`src/design/lcd_init.mem`:
```
// init script, one entry per line
// columns: command, count (bit 7 delay flag, bits 4:0 args), args, delay exponent
01 80 03
B2 05 0C 0C 00 33 33
E0 0E D0 04 0D 11 13 2B 3F 54 4C 18 0D 0B 1F 23

```
`src/design/lcd_pkg.sv`:
```
// shared widths, screen and timing constants for the SPI display driver
// sequencer state encoding and the byte struct passed to the shifter
`default_nettype none

package lcd_pkg;

  // meaningful widths
  typedef logic [7:0]  byte_t;      // one SPI byte
  typedef logic [15:0] color_t;     // RGB565 pixel
  typedef logic [3:0]  x_t;         // column
  typedef logic [2:0]  y_t;         // row
  typedef logic [5:0]  rom_addr_t;  // init script address
  typedef logic [19:0] delay_t;     // delay in clk cycles

  // screen size kept small for simulation
  localparam int lcd_x_size = 16;
  localparam int lcd_y_size = 8;

  // init script
  localparam int    lcd_init_size = 26;                   // bytes in script
  localparam string lcd_init_file = "/design/src/design/lcd_init.mem"; // relative to run dir

  // timing
  localparam int lcd_clk_per_us = 4;   // clk cycles per microsecond
  localparam int lcd_reset_us   = 16;  // panel reset hold

  // spi_clk idles low as on st7789 and runs inverted to the internal phase
  localparam bit lcd_clk_polarity = 1'b1;

  typedef enum logic [2:0] {
    st_reset_hold,  // panel reset via timer
    st_cmd,         // command byte, dc=0
    st_count,       // delay flag and arg count
    st_arg,         // argument bytes, dc=1
    st_delay,       // 2^n us pause, nothing sent
    st_pix_hi,      // colour high byte
    st_pix_lo       // colour low byte
  } seq_state_t;

  typedef struct packed {
    byte_t data;  // msb goes out first
    logic  dc;    // 0 command, 1 data
  } spi_byte_t;

endpackage

`default_nettype wire

```
`src/design/lcd_byte_shifter.sv`:
```
// SPI byte serialiser with spi_clk at half clk and gated between bytes
// drives spi_clk, spi_mosi, spi_dc and spi_csn, pulses byte_done at the end
`timescale 1ns/1ps
`default_nettype none

module lcd_byte_shifter
  import lcd_pkg::*;
(
  input  logic      clk,
  input  logic      reset,
  input  logic      load,       // start a byte, one cycle pulse
  input  spi_byte_t tx,
  output logic      byte_done,  // first idle cycle after a byte
  output logic      spi_clk,
  output logic      spi_mosi,
  output logic      spi_dc,
  output logic      spi_csn
);

  logic       busy;
  logic [3:0] phase;     // 16 half-bit cycles per byte
  byte_t      shreg;
  logic       dc_q;
  logic       clk_int;   // internal phase clock, idles high

  always_ff @(posedge clk) begin
    if (reset) begin
      busy      <= 1'b0;
      phase     <= '0;
      byte_done <= 1'b0;
      dc_q      <= 1'b0;
    end else begin
      byte_done <= 1'b0;
      if (load && !busy) begin
        busy  <= 1'b1;
        phase <= '0;
        dc_q  <= tx.dc;  // held for the whole byte
      end else if (busy) begin
        phase <= phase + 1'b1;
        if (phase == 4'd15) begin
          busy      <= 1'b0;
          byte_done <= 1'b1;
        end
      end
    end
  end

  // next payload bit moves up on the falling spi_clk edge
  always_ff @(posedge clk) begin
    if (load && !busy) begin
      shreg <= tx.data;
    end else if (busy && phase[0]) begin
      shreg <= {shreg[6:0], 1'b0};
    end
  end

  assign clk_int  = ~busy | ~phase[0];           // low in odd half-bits
  assign spi_clk  = clk_int ^ lcd_clk_polarity;   // rises mid-bit
  assign spi_mosi = busy & shreg[7];              // 0 while idle
  assign spi_dc   = dc_q;
  assign spi_csn  = ~busy;                        // high whenever clock stopped

endmodule

`default_nettype wire

```
`src/design/lcd_delay_timer.sv`:
```
// down-counter for panel reset hold and script delays
// done stays high as a level whenever the count sits at zero
`timescale 1ns/1ps
`default_nettype none

module lcd_delay_timer
  import lcd_pkg::*;
(
  input  logic   clk,
  input  logic   reset,
  input  logic   start,  // load count, one cycle pulse
  input  delay_t count,  // cycles to wait
  output logic   done
);

  delay_t cnt;

  always_ff @(posedge clk) begin
    if (reset) begin
      cnt <= '0;  // idle, done high
    end else if (start) begin
      cnt <= count;
    end else if (cnt != '0) begin
      cnt <= cnt - 1'b1;  // stops at zero
    end
  end

  assign done = (cnt == '0);

endmodule

`default_nettype wire

```
`src/design/lcd_init_rom.sv`:
```
// init script memory loaded from the hex file
// one cycle registered read
`timescale 1ns/1ps
`default_nettype none

module lcd_init_rom
  import lcd_pkg::*;
(
  input  logic      clk,
  input  rom_addr_t addr,
  output byte_t     data
);

  byte_t mem [0:lcd_init_size-1];  // cmd, count, args, delay ...

  initial begin
    $readmemh(lcd_init_file, mem);
  end

  // addresses past the script read back as zero
  always_ff @(posedge clk) begin
    if (addr < rom_addr_t'(lcd_init_size)) begin
      data <= mem[addr[$clog2(lcd_init_size)-1:0]];  // upper bits zero in range
    end else begin
      data <= '0;
    end
  end

endmodule

`default_nettype wire

```
`src/design/lcd_pixel_scan.sv`:
```
// x/y raster counters for the pixel stream
// next_pixel marks the cycle in which x/y change
`timescale 1ns/1ps
`default_nettype none

module lcd_pixel_scan
  import lcd_pkg::*;
(
  input  logic clk,
  input  logic reset,
  input  logic advance,     // low pixel byte loaded
  output x_t   x,
  output y_t   y,
  output logic next_pixel
);

  always_ff @(posedge clk) begin
    if (reset) begin
      x          <= '0;
      y          <= '0;
      next_pixel <= 1'b0;
    end else begin
      next_pixel <= advance;  // aligned with x/y update
      if (advance) begin
        if (x == x_t'(lcd_x_size - 1)) begin
          x <= '0;  // end of line
          if (y == y_t'(lcd_y_size - 1)) begin
            y <= '0;  // end of frame
          end else begin
            y <= y + 1'b1;
          end
        end else begin
          x <= x + 1'b1;
        end
      end
    end
  end

endmodule

`default_nettype wire

```
`src/design/lcd_sequencer.sv`:
```
// FSM that holds panel reset, replays the init script, then streams pixels
// drives the byte shifter, delay timer and script ROM address
`timescale 1ns/1ps
`default_nettype none

module lcd_sequencer
  import lcd_pkg::*;
(
  input  logic      clk,
  input  logic      reset,
  output rom_addr_t rom_addr,
  input  byte_t     rom_data,     // one cycle after rom_addr
  output logic      delay_start,
  output delay_t    delay_count,
  input  logic      delay_done,
  output logic      load,
  output spi_byte_t tx,
  input  logic      byte_done,
  input  color_t    color,
  output logic      advance,      // low pixel byte loaded
  output logic      spi_resn
);

  seq_state_t state, state_nxt;
  rom_addr_t  idx;        // current script byte
  logic       rd_ok;      // rom_data matches idx
  logic       step;       // move to next script byte
  logic       idle_q;     // shifter finished, no load since
  logic       ready;      // a load may go out this cycle
  logic       wait_q;     // timer armed
  logic [4:0] args_left;
  logic       has_delay;
  byte_t      color_lo;   // low byte of sampled colour

  assign ready    = idle_q | byte_done;
  assign rom_addr = idx;

  always_comb begin
    state_nxt   = state;
    load        = 1'b0;
    step        = 1'b0;
    delay_start = 1'b0;
    advance     = 1'b0;
    delay_count = delay_t'(lcd_reset_us * lcd_clk_per_us);
    tx.data     = rom_data;
    tx.dc       = 1'b1;
    case (state)
      st_reset_hold: begin
        delay_start = ~wait_q;  // arm once
        if (wait_q && delay_done) state_nxt = st_cmd;
      end
      st_cmd: begin
        tx.dc = 1'b0;
        if (idx == rom_addr_t'(lcd_init_size)) begin
          state_nxt = st_pix_hi;  // script finished
        end else if (rd_ok && ready) begin
          load      = 1'b1;
          step      = 1'b1;
          state_nxt = st_count;
        end
      end
      st_count: begin
        if (rd_ok) begin
          step = 1'b1;  // count byte itself is not sent
          if (rom_data[4:0] != 5'd0) state_nxt = st_arg;
          else if (rom_data[7])      state_nxt = st_delay;
          else                       state_nxt = st_cmd;
        end
      end
      st_arg: begin
        if (rd_ok && ready) begin
          load = 1'b1;
          step = 1'b1;
          if (args_left == 5'd1) state_nxt = has_delay ? st_delay : st_cmd;
        end
      end
      st_delay: begin
        delay_count = delay_t'(lcd_clk_per_us) << rom_data[4:0];  // 2^n us
        if (!wait_q) begin
          delay_start = rd_ok && ready;  // last byte must be out first
          step        = delay_start;
        end else if (delay_done) begin
          state_nxt = st_cmd;
        end
      end
      st_pix_hi: begin
        tx.data = color[15:8];
        load    = ready;
        if (ready) state_nxt = st_pix_lo;
      end
      st_pix_lo: begin
        tx.data = color_lo;
        load    = ready;
        advance = ready;
        if (ready) state_nxt = st_pix_hi;
      end
      default: state_nxt = st_reset_hold;
    endcase
  end

  always_ff @(posedge clk) begin
    if (reset) begin
      state     <= st_reset_hold;
      idx       <= '0;
      rd_ok     <= 1'b0;
      idle_q    <= 1'b1;  // shifter idle after reset
      wait_q    <= 1'b0;
      args_left <= '0;
      has_delay <= 1'b0;
      spi_resn  <= 1'b0;  // panel held in reset
    end else begin
      state  <= state_nxt;
      rd_ok  <= ~step;    // rom needs a cycle after addr moves
      idle_q <= (idle_q | byte_done) & ~load;
      if (step) idx <= idx + 1'b1;
      if (delay_start) begin
        wait_q <= 1'b1;
      end else if (delay_done) begin
        wait_q <= 1'b0;
      end
      if (state == st_reset_hold && state_nxt == st_cmd) spi_resn <= 1'b1;
      if (state == st_count && step) begin
        args_left <= rom_data[4:0];
        has_delay <= rom_data[7];
      end else if (state == st_arg && load) begin
        args_left <= args_left - 1'b1;
      end
    end
  end

  // low byte comes from the same colour sample as the high byte
  always_ff @(posedge clk) begin
    if (state == st_pix_hi && load) color_lo <= color[7:0];
  end

endmodule

`default_nettype wire

```
`src/design/lcd_video.sv`:
```
// SPI colour display driver top level
// script ROM, sequencer, delay timer, byte shifter and x/y scan
`timescale 1ns/1ps
`default_nettype none

module lcd_video
  import lcd_pkg::*;
(
  input  logic   clk,
  input  logic   reset,
  input  color_t color,       // valid for current x/y
  output x_t     x,
  output y_t     y,
  output logic   next_pixel,  // x/y just changed
  output logic   spi_csn,
  output logic   spi_clk,
  output logic   spi_mosi,
  output logic   spi_dc,
  output logic   spi_resn
);

  rom_addr_t rom_addr;
  byte_t     rom_data;
  logic      delay_start;
  delay_t    delay_count;
  logic      delay_done;
  logic      load;
  spi_byte_t tx;
  logic      byte_done;
  logic      advance;

  lcd_init_rom u_rom (
    .clk  (clk),
    .addr (rom_addr),
    .data (rom_data)
  );

  lcd_sequencer u_seq (
    .clk         (clk),
    .reset       (reset),
    .rom_addr    (rom_addr),
    .rom_data    (rom_data),
    .delay_start (delay_start),
    .delay_count (delay_count),
    .delay_done  (delay_done),
    .load        (load),
    .tx          (tx),
    .byte_done   (byte_done),
    .color       (color),
    .advance     (advance),
    .spi_resn    (spi_resn)
  );

  lcd_delay_timer u_timer (
    .clk   (clk),
    .reset (reset),
    .start (delay_start),
    .count (delay_count),
    .done  (delay_done)
  );

  lcd_byte_shifter u_shift (
    .clk       (clk),
    .reset     (reset),
    .load      (load),
    .tx        (tx),
    .byte_done (byte_done),
    .spi_clk   (spi_clk),
    .spi_mosi  (spi_mosi),
    .spi_dc    (spi_dc),
    .spi_csn   (spi_csn)
  );

  lcd_pixel_scan u_scan (
    .clk        (clk),
    .reset      (reset),
    .advance    (advance),
    .x          (x),
    .y          (y),
    .next_pixel (next_pixel)
  );

endmodule

`default_nettype wire

```
`config.mk`:
```
export PLATFORM = sky130hd
export DESIGN_NAME = lcd_video
export DESIGN_NICKNAME = d
export VERILOG_FILES = /design/src/design/lcd_pkg.sv /design/src/design/lcd_byte_shifter.sv /design/src/design/lcd_delay_timer.sv /design/src/design/lcd_init_rom.sv /design/src/design/lcd_pixel_scan.sv /design/src/design/lcd_sequencer.sv /design/src/design/lcd_video.sv
export SDC_FILE = /design/constraint.sdc
export NUM_CORES = 1
export LEC_CHECK = 0
export BUFFER_PORTS_ARGS = -buffer_cell sky130_fd_sc_hd__buf_2
export CORE_MARGIN = 4
export CORE_UTILIZATION = 39
export CTS_BUF_LIST = sky130_fd_sc_hd__clkbuf_8 sky130_fd_sc_hd__clkbuf_16
export DETAILED_ROUTE_END_ITERATION = 6
export PLACE_DENSITY = 0.64
export SLEW_MARGIN = 20
export SYNTH_ARGS = -nofsm -noshare
export SYNTH_HDL_FRONTEND = slang
export SYNTH_SLANG_ARGS = --single-unit
```
`constraint.sdc`:
```
create_clock -name clk -period 3.78 [get_ports clk]
set_input_delay 0.189 -clock clk [delete_from_list [all_inputs] [get_ports clk]]
set_output_delay 0.189 -clock clk [all_outputs]
set_load 0.02 [all_outputs]
```
* Word-level counts from Yosys, hierarchy flattened
Index checks and enable logic that the tools add are counted.
Storage, ports and cells: word-level logic and storage cells 109, RAM bits 0, output and inout port bits 13, input bits 18, flip-flop bits (word level) 78, ROM bits 0, bits in latches 0, memories 0
Cells by class: multipliers 0, shift-type cells 1, bitwise gates (word level) 10, eq/ne operators 12, multiplexer cells 39, add/subtract/negate cells 6, divide/modulo/power cells 0, reductions and logical operators 21, magnitude comparators 1
Operators by type and width (number):
- $mux 20 | 3
- $mux 3 | 14
- $pmux 3 s7 | 1
- $logic_not 20->1 | 1
- $reduce_bool 20->1 | 1
- $shl 3x5->20 const A | 1
- $sub 20x1->20 const B | 1
- $mux 8 | 2
- $pmux 8 s2 | 1
- $eq 3x3->1 const B | 4
- $mux 1 | 12
- $mux 5 | 2
- $add 4x1->4 const B | 2
- $eq 4x4->1 const B | 2
- $logic_and 1x1->1 | 8
- $reduce_bool 2->1 | 4
- $add 6x1->6 const B | 1
- $eq 3x1->1 const B | 2
- $eq 3x2->1 const B | 2
- $eq 6x5->1 const B | 1
- $lt 6x5->1 const B | 1
- $not 1->1 | 6
- $eq 5x1->1 const B | 1
- $reduce_bool 5->1 | 1
- 13 further kinds | 16

* Depth between registers and ports, before layout
Gate-level depths: netlist of run 1.
depth in word-level cells 8, depth in mapped cells 7, mapped depth without buffers 7

* Cells and area by module
A second synthesis of run 1 with hierarchy kept.
Second synthesis, totals: cells, all modules 453, area, all modules 4108.9 sq um
By module, submodules not included:
- lcd_sequencer | area each 1905.6 sq um, times used 1, cells an instance 238, sequential area each 620.6 sq um
- lcd_delay_timer | area each 1081.0 sq um, times used 1, cells an instance 122, sequential area each 400.4 sq um
- lcd_byte_shifter | area each 701.9 sq um, times used 1, cells an instance 49, sequential area each 380.4 sq um
- lcd_pixel_scan | area each 356.6 sq um, times used 1, cells an instance 35, sequential area each 160.2 sq um
- lcd_init_rom | area each 63.8 sq um, times used 1, cells an instance 9, sequential area each 0.0 sq um

* Least setup slack after synthesis of run 1
Ideal clock, no wire load.
path kind reg-to-reg, start point register u_seq.state[2], end point register u_shift.shreg[0], enable pin, slack 1.831 ns, period minus slack after synthesis 1.949 ns, data required time 3.451 ns, library setup time 0.329 ns, data arrival time 1.620 ns, stages on the path, launching flop included 7, path buffers 2, cells stage by stage dfxtp_1 -> buf_2 -> a21oi_1 -> a31oi_1 -> o211ai_1 -> buf_2 -> nand2_1
Between the ends: word-level cells in the longest chain between the ends 5, elaborated cells between the ends (all ways) 8, classes of those cells eq/ne: 4; mux: 1; reduce/logical: 3
RTL lines:
- start, declared | line lcd_sequencer.sv:24 | seq_state_t state, state_nxt;
- start signal, assigned | line lcd_sequencer.sv:103 | state <= st_reset_hold;
- start signal, assigned | line lcd_sequencer.sv:112 | state <= state_nxt;
- $eq 3x3->1 | line lcd_sequencer.sv:47 | case (state)
- $reduce_or 2->1 (no source line)
- $pmux 1 s3 * | line lcd_sequencer.sv:47
- $logic_and 1x1->1 * | line lcd_byte_shifter.sv:50 | if (load && !busy) begin
- $reduce_bool 2->1 (no source line) *
- end signal, assigned | line lcd_byte_shifter.sv:51 | shreg <= tx.data;
- end signal, assigned | line lcd_byte_shifter.sv:53 | shreg <= {shreg[6:0], 1'b0};
- end, declared | line lcd_byte_shifter.sv:22 | byte_t shreg;
Mark *: on every way between the ends. The rest lies on a longest branch, timed or not. A chain may end at the register's enable or synchronous reset.

* Worst setup path after layout of run 1
start point register u_seq.state[2], end point register u_scan.y[0]
Between the ends: word-level cells in the longest chain between the ends 3
RTL lines:
- $eq 3x3->1 | line lcd_sequencer.sv:47
- $mux 1 | line lcd_sequencer.sv:47
- $reduce_and 2->1 (no source line)
- end signal, assigned | line lcd_pixel_scan.sv:30 | y <= y + 1'b1;
- end, declared | line lcd_pixel_scan.sv:13 | output y_t y,
Every way passes these cells.

==> results of run 1 <==
==> cells by family (layout without fill, tap and decap cells) <==
logic type / after synthesis / after routing / share of synthesized area
AND/OR/NAND/NOR: 147 / 147 / 0.241
XOR/XNOR: 18 / 18 / 0.0474
AO/OA/AOI/OAI: 75 / 75 / 0.155
flip-flops: 69 / 69 / 0.464
adder cells (fa/ha/maj): 9 / 9 / 0.0339
buffers and inverters: 28 / 63 / 0.0399
multiplexers: 6 / 6 / 0.0184
==> worst max-delay path, cell delays in order (launching register included) <==
cell and delay (ps):
dfxtp_1 830, nand2b_4 110, nor3b_1 670, and4_1 440
mux2i_1 210, nor2_1 50
==> worst max path at each step <==
| stage | from | end | slack (ps) | cells after the start |
|---|---|---|---|---|
| after detailed placement | u_seq.state[2] | u_seq.rom_addr[4] | 1290 | 5 |
| after CTS | u_seq.state[2] | u_seq.rom_addr[4] | 1260 | 5 |
| final | u_seq.state[2] | u_scan.y[0] | 1350 | 5 |
| after global placement | u_seq.state[2] | u_seq.rom_addr[3] | 1420 | 5 |
| after floorplan | u_seq.state[2] | u_shift.shreg[0] | 1830 | 6 |
| after global routing | u_seq.state[2] | u_scan.y[0] | 1090 | 5 |
==> area by class of cell <==
| cell class | instances | share of cell area |
|---|---|---|
| flip-flops and latches | 69 | 0.408 |
| inverters | 10 | 0.00995 |
| clock inverters | 7 | 0.0176 |
| well taps | 105 | 0.0348 |
| clock buffers | 9 | 0.0328 |
| multi-input cells | 255 | 0.439 |
| repair buffers | 37 | 0.0577 |
==> cell usage in the layout (no fill, tap or decap), types with 2 or more instances in the layout <==
cell type,count
nor4_2,2
a2111oi_2,2
o31ai_1,4
dfxtp_1,53
or3_2,2
mux2i_1,5
nor2_1,35
dlygate4sd3_1,6
clkinv_2,2
nor2b_1,3
or4_1,2
clkbuf_8,9
o21ai_0,19
nand2_1,32
buf_2,30
xnor2_1,12
xor2_1,6
a21oi_1,21
nor3b_1,2
a22o_1,9
o21a_1,2
a211oi_1,2
clkinvlp_4,3
and3_1,4
and2_1,6
nor3_1,15
or2_2,3
a31oi_1,3
nor4_1,6
nand2b_1,2
ha_1,9
or3_1,9
nand3_1,7
edfxtp_1,16
inv_1,10
nand4_1,3
nand3b_1,3
==> flip-flops by register name, indices dropped and copies added (netlist names) <==
name               count
u_scan.next_pixel      1
u_scan.x               4
u_scan.y               3
u_seq.args_left        5
u_seq.color_lo         8
u_seq.idle_q           1
u_seq.rd_ok            1
u_seq.rom_addr         6
u_seq.spi_resn         1
u_seq.state            3
u_seq.wait_q           1
u_shift.busy           1
u_shift.byte_done      1
u_shift.phase          4
u_shift.shreg          8
u_shift.spi_dc         1
u_timer.cnt           20
==> power breakdown <==
group / total, mW / leakage, nW / switching [mW] / internal, mW
clock network: 0.577 / 0.0887 / 0.278 / 0.299
registers: 1.06 / 0.575 / 0.154 / 0.903
logic: 1.34 / 0.742 / 0.788 / 0.554
==> metal layers <==
metal,track usage,vias to the layer above,share of wire
met1,0.189,1189,0.50
met3,0.0347,11,0.031
met4,0.0684,0,0.019
met5,0,-,0
met2,0.212,33,0.45
li1,-,1328,-
==> per-stage QoR <==
step | hold slack (ps) | utilization | setup slack [ps] | instance area (um2)
after detailed placement | 370 | 0.426 | 1290 | 3520
after CTS | 0.448 | 0.455 | 1260 | 3760
after floorplan | 288 | - | 1830 | 3320
after global routing | 4.21 | 0.457 | 1090 | 3770
after global placement | 368 | 0.426 | 1420 | 3520
final | 21.6 | 0.457 | 1350 | 3770
==> flow_metrics.env, run 1 <==
export IMPL_status="completed"
export IMPL_syn_nets=379
export IMPL_ctsHoldBuffers=5
export IMPL_min_path_type="in -> reg"
export IMPL_yosysMostFrequentCell="dfxtp_1"
export IMPL_dp_cells=470
export IMPL_ctsRootBufferMaster="clkbuf_8"
export IMPL_grt_start_max_net_pins=27
export IMPL_timing_hold_violations_final=0
export IMPL_seqCellArea_um2=1540
export IMPL_r2r_setup_slack_ps=1350
export IMPL_cts_tree="yes"
export IMPL_fillers=827
export IMPL_rows=33
export IMPL_fin_cells=492
export IMPL_viasPerCell=5.21
export IMPL_cts_buffer_depth=2
export IMPL_post_cts_buffers=0
export IMPL_leakage_nw=1.41
export IMPL_synth_top_cell_by_area="dfxtp_1"
export IMPL_syn_area_um2=3320
export IMPL_fmax_mhz=412
export IMPL_htreeDepth=3
export IMPL_arrival_ps=2650
export IMPL_fin_skew_ps=8.65
export IMPL_fin_setup_tns_ps=0
export IMPL_clk_pin_slew_ps=80
export IMPL_setup_worst_path_start_class="register"
export IMPL_core_area_um2=8260
export IMPL_drt_pass1_iterations=4
export IMPL_gp_congestion=0.827
export IMPL_grt_pass1_wl_mm=11.4
export IMPL_synth_ff_type="dfxtp_1"
export IMPL_hold_start="color[0]"
export IMPL_die_w_um=100
export IMPL_total_power_mw=2.98
export IMPL_ys_seq_elements=69
export IMPL_rr_worst_depth=5
export IMPL_ir_drop_mv=0.393
export IMPL_grt_remaining_overflow=0
export IMPL_synth_cell_types=62
export IMPL_rsz0062_at_grt="false"
export IMPL_setup_viol=0
export IMPL_worstMarginPinSlew_ps=785
export IMPL_drt_initial_drc_count=190
export IMPL_wl_per_cell_um=13.6
export IMPL_grt_pass1_vias=2474
export IMPL_final_max_slew_viol_count=0
export IMPL_min_period_ps=2430
export IMPL_drive_gt1_frac=0.173
export IMPL_cts_buffers=9
export IMPL_async_reset_ff_frac=0
export IMPL_insertion_delay_ps=350
export IMPL_synthTopCellsByArea="dfxtp_1, edfxtp_1, nor2_1"
export IMPL_yosys_warnings=0
export IMPL_vias=2561
export IMPL_seq_area_frac_synth=0.464
export IMPL_area_growth_pct=13.5
export IMPL_p_per_area_nw_per_um2=789
export IMPL_critPathMaxFanout=23
export IMPL_antenna_cells=0
export IMPL_synth_avg_cell_area_um2=9.44
export IMPL_maxSlewHeadroom=0.476
export IMPL_wl_mm=6.68
export IMPL_crit_type="reg -> reg"
export IMPL_synth_edf_count=16
export IMPL_drcViolationCount=0
export IMPL_antenna_found_initial=0
export IMPL_ant_nets=0
export IMPL_holdPathStages=1
export IMPL_die_y_um=100
export IMPL_cts_sinks=69
export IMPL_yosys_top_cells_count="dfxtp_1, nor2_1, nand2_1"
export IMPL_multi_input_area_um2=1660
export IMPL_final_nets=409
export IMPL_port_buffers=30
export IMPL_ios=31
export IMPL_start_util=0.403
export IMPL_r2r_start="u_seq.state[2]"
export IMPL_cts_resized=0
export IMPL_hold_end="u_seq.color_lo[0]"
export IMPL_reg2reg_to="u_scan.y[0]"
export IMPL_worstPathRequired_ps=4000
export IMPL_period_share=0.642
export IMPL_hpwl_mm=4.62
export IMPL_grt_use_total=0.141
export IMPL_max_cap_violations=0
export IMPL_dieArea_um2=10100
export IMPL_critPathCaptureType="register"
export IMPL_yosysTopAreaCellShare=0.319
export IMPL_synth_cells=352
Power figures use the tool's default switching activity.
==> inputs of run 2 (changes only) <==
- PLACE_DENSITY: 0.64 -> 0.66
- clock period: 3.78 -> 2.15 ns (I/O delays scaled with it)
==> flow_metrics.env, run 2 (same netlist as run 1, synthesis figures left out) <==
export IMPL_start_util=0.403
export IMPL_clock_power_share=0.219
export IMPL_fillers=809
export IMPL_p_sw_frac=0.400
export IMPL_whs_ps=216
export IMPL_setup_worst_path_start_class="register"
export IMPL_drcViolationCount=0
export IMPL_cts_tree="yes"
export IMPL_grt_pass1_vias=2484
export IMPL_htreeDepth=3
export IMPL_post_cts_buffers=0
export IMPL_placed_cell_area_um2=3600
export IMPL_worstPathRequired_ps=2420
export IMPL_rsz0062_at_grt="false"
export IMPL_cts_buffer_depth=2
export IMPL_regMostFlops="u_timer.cnt"
export IMPL_insertion_delay_ps=350
export IMPL_critPathMaxFanout=7
export IMPL_grt_pass1_wl_mm=11.6
export IMPL_ir_drop_mv=0.832
export IMPL_antenna_found_initial=0
export IMPL_fmax_mhz=504
export IMPL_ant_nets=0
export IMPL_hpwl_mm=4.73
export IMPL_drt_initial_drc_count=149
export IMPL_status="completed"
export IMPL_mostFrequentLayoutCell="dfxtp_1"
export IMPL_ctsRootBufferMaster="clkbuf_8"
export IMPL_routed_wl_met2_mm=3.18
export IMPL_grt_remaining_overflow=0
export IMPL_gp_congestion=0.813
export IMPL_maxSlewHeadroom=0.601
export IMPL_drt_pass1_iterations=4
export IMPL_leakage_nw=1.49
export IMPL_final_core_util=0.473
export IMPL_multi_input_area_um2=1650
export IMPL_viasPerCell=5.22
export IMPL_critPathCaptureType="register"
export IMPL_vias=2636
export IMPL_rows=33
export IMPL_antenna_cells=0
export IMPL_setup_viol=0
export IMPL_worstMarginPinSlew_ps=592
export IMPL_port_buffers=30
export IMPL_cts_sinks=69
export IMPL_highest_layer="met4"
export IMPL_grt_start_max_net_pins=27
export IMPL_mostFrequentLayoutCells="dfxtp_1, nor2_1, nand2_1"
export IMPL_crit_type="reg -> reg"
export IMPL_wl_mm=6.73
export IMPL_final_max_slew_viol_count=0
export IMPL_seqCellArea_um2=1540
export IMPL_die_y_um=100
export IMPL_grt_use_total=0.143
export IMPL_dieArea_um2=10100
export IMPL_clk_pin_slew_ps=80
export IMPL_fin_setup_tns_ps=0
export IMPL_route_layer_met1_wl_mm=3.23
export IMPL_arrival_ps=2260
export IMPL_period_share=0.923
export IMPL_drive_gt1_frac=0.195
export IMPL_final_nets=422
export IMPL_stdcell_area_um2=3910
export IMPL_fin_skew_ps=10.2
export IMPL_p_int_mw=3.31
export IMPL_power_switching_mw=2.21
export IMPL_die_w_um=100
export IMPL_seqPwrFrac=0.330
export IMPL_min_path_type="in -> reg"
export IMPL_core_area_um2=8260
export IMPL_min_period_ps=1980
export IMPL_wl_per_cell_um=13.3
export IMPL_cts_buffers=9
export IMPL_timing_hold_violations_final=0
export IMPL_max_cap_violations=0
export IMPL_ios=31
export IMPL_area_growth_pct=17.5
export IMPL_final_setup_worst_slack_ps=165
export IMPL_pre_cts_slack_ps=189
export IMPL_p_per_area_nw_per_um2=1410
export IMPL_top_regs="u_timer.cnt x20, u_seq.color_lo x8, u_shift.shreg x8"
export IMPL_route_met3_wl_um=242
export IMPL_combPwrFrac=0.452
export IMPL_largest_register_ffs=20
-- run 2: through the flow --
stage	std cells	power (mW)
5_1_grt	505	5.92
3_5_place_dp	481	4.31
3_3_place_gp	481	4.27
4_1_cts	505	5.56
6_report	505	5.52
2_1_floorplan	352	3.93
-- run 2: worst max-delay path, cell delays in order (launching register included) --
cell,delay (ps)
dfxtp_1,360
inv_1,80
ha_1,210
nor4b_4,410
nand2_1,210
or3_2,480
a21oi_1,150
-- run 2: path summary, 6_finish.rpt --
check / startpoint / to / slack, ps / depth (start not counted)
worst min register to register: u_seq.spi_resn / u_seq.spi_resn / 460 / 1
worst min-delay path: reset / u_scan.y[0] / 220 / 2
worst max-delay path: u_timer.cnt[0] / u_timer.cnt[8] / 170 / 6
worst max register to register: u_timer.cnt[0] / u_timer.cnt[8] / 170 / 6
-- run 2: power groups by stage --
stage | logic (mW) | registers (mW) | clock network, mW
6_report | 2.49 | 1.82 | 1.21
3_5_place_dp | 2.47 | 1.84 | 0
5_1_grt | 2.77 | 1.86 | 1.29
4_1_cts | 2.51 | 1.82 | 1.24
3_3_place_gp | 2.44 | 1.84 | 0
2_1_floorplan | 2.14 | 1.79 | 0
-- run 2: layout make-up --
class	instances	area share
multi-input cells	255	0.422
flip-flops and latches	69	0.394
repair buffers	50	0.0820
well taps	105	0.0336
clock buffers	9	0.0317
clock inverters	7	0.0263
inverters	10	0.00961
-- run 2: timing repair --
item	in CTS	in global routing
setup endpoints to repair	0	0
hold buffers	8	0
hold endpoints to repair	8	0
gates resized for setup	0	0
-- run 2: layer usage --
| layer | vias to the layer above | GRT usage |
|---|---|---|
| met1 | 1227 | 0.182 |
| met5 | - | 0 |
| met4 | 0 | 0.0528 |
| met3 | 7 | 0.0452 |
| met2 | 39 | 0.228 |
| li1 | 1363 | - |
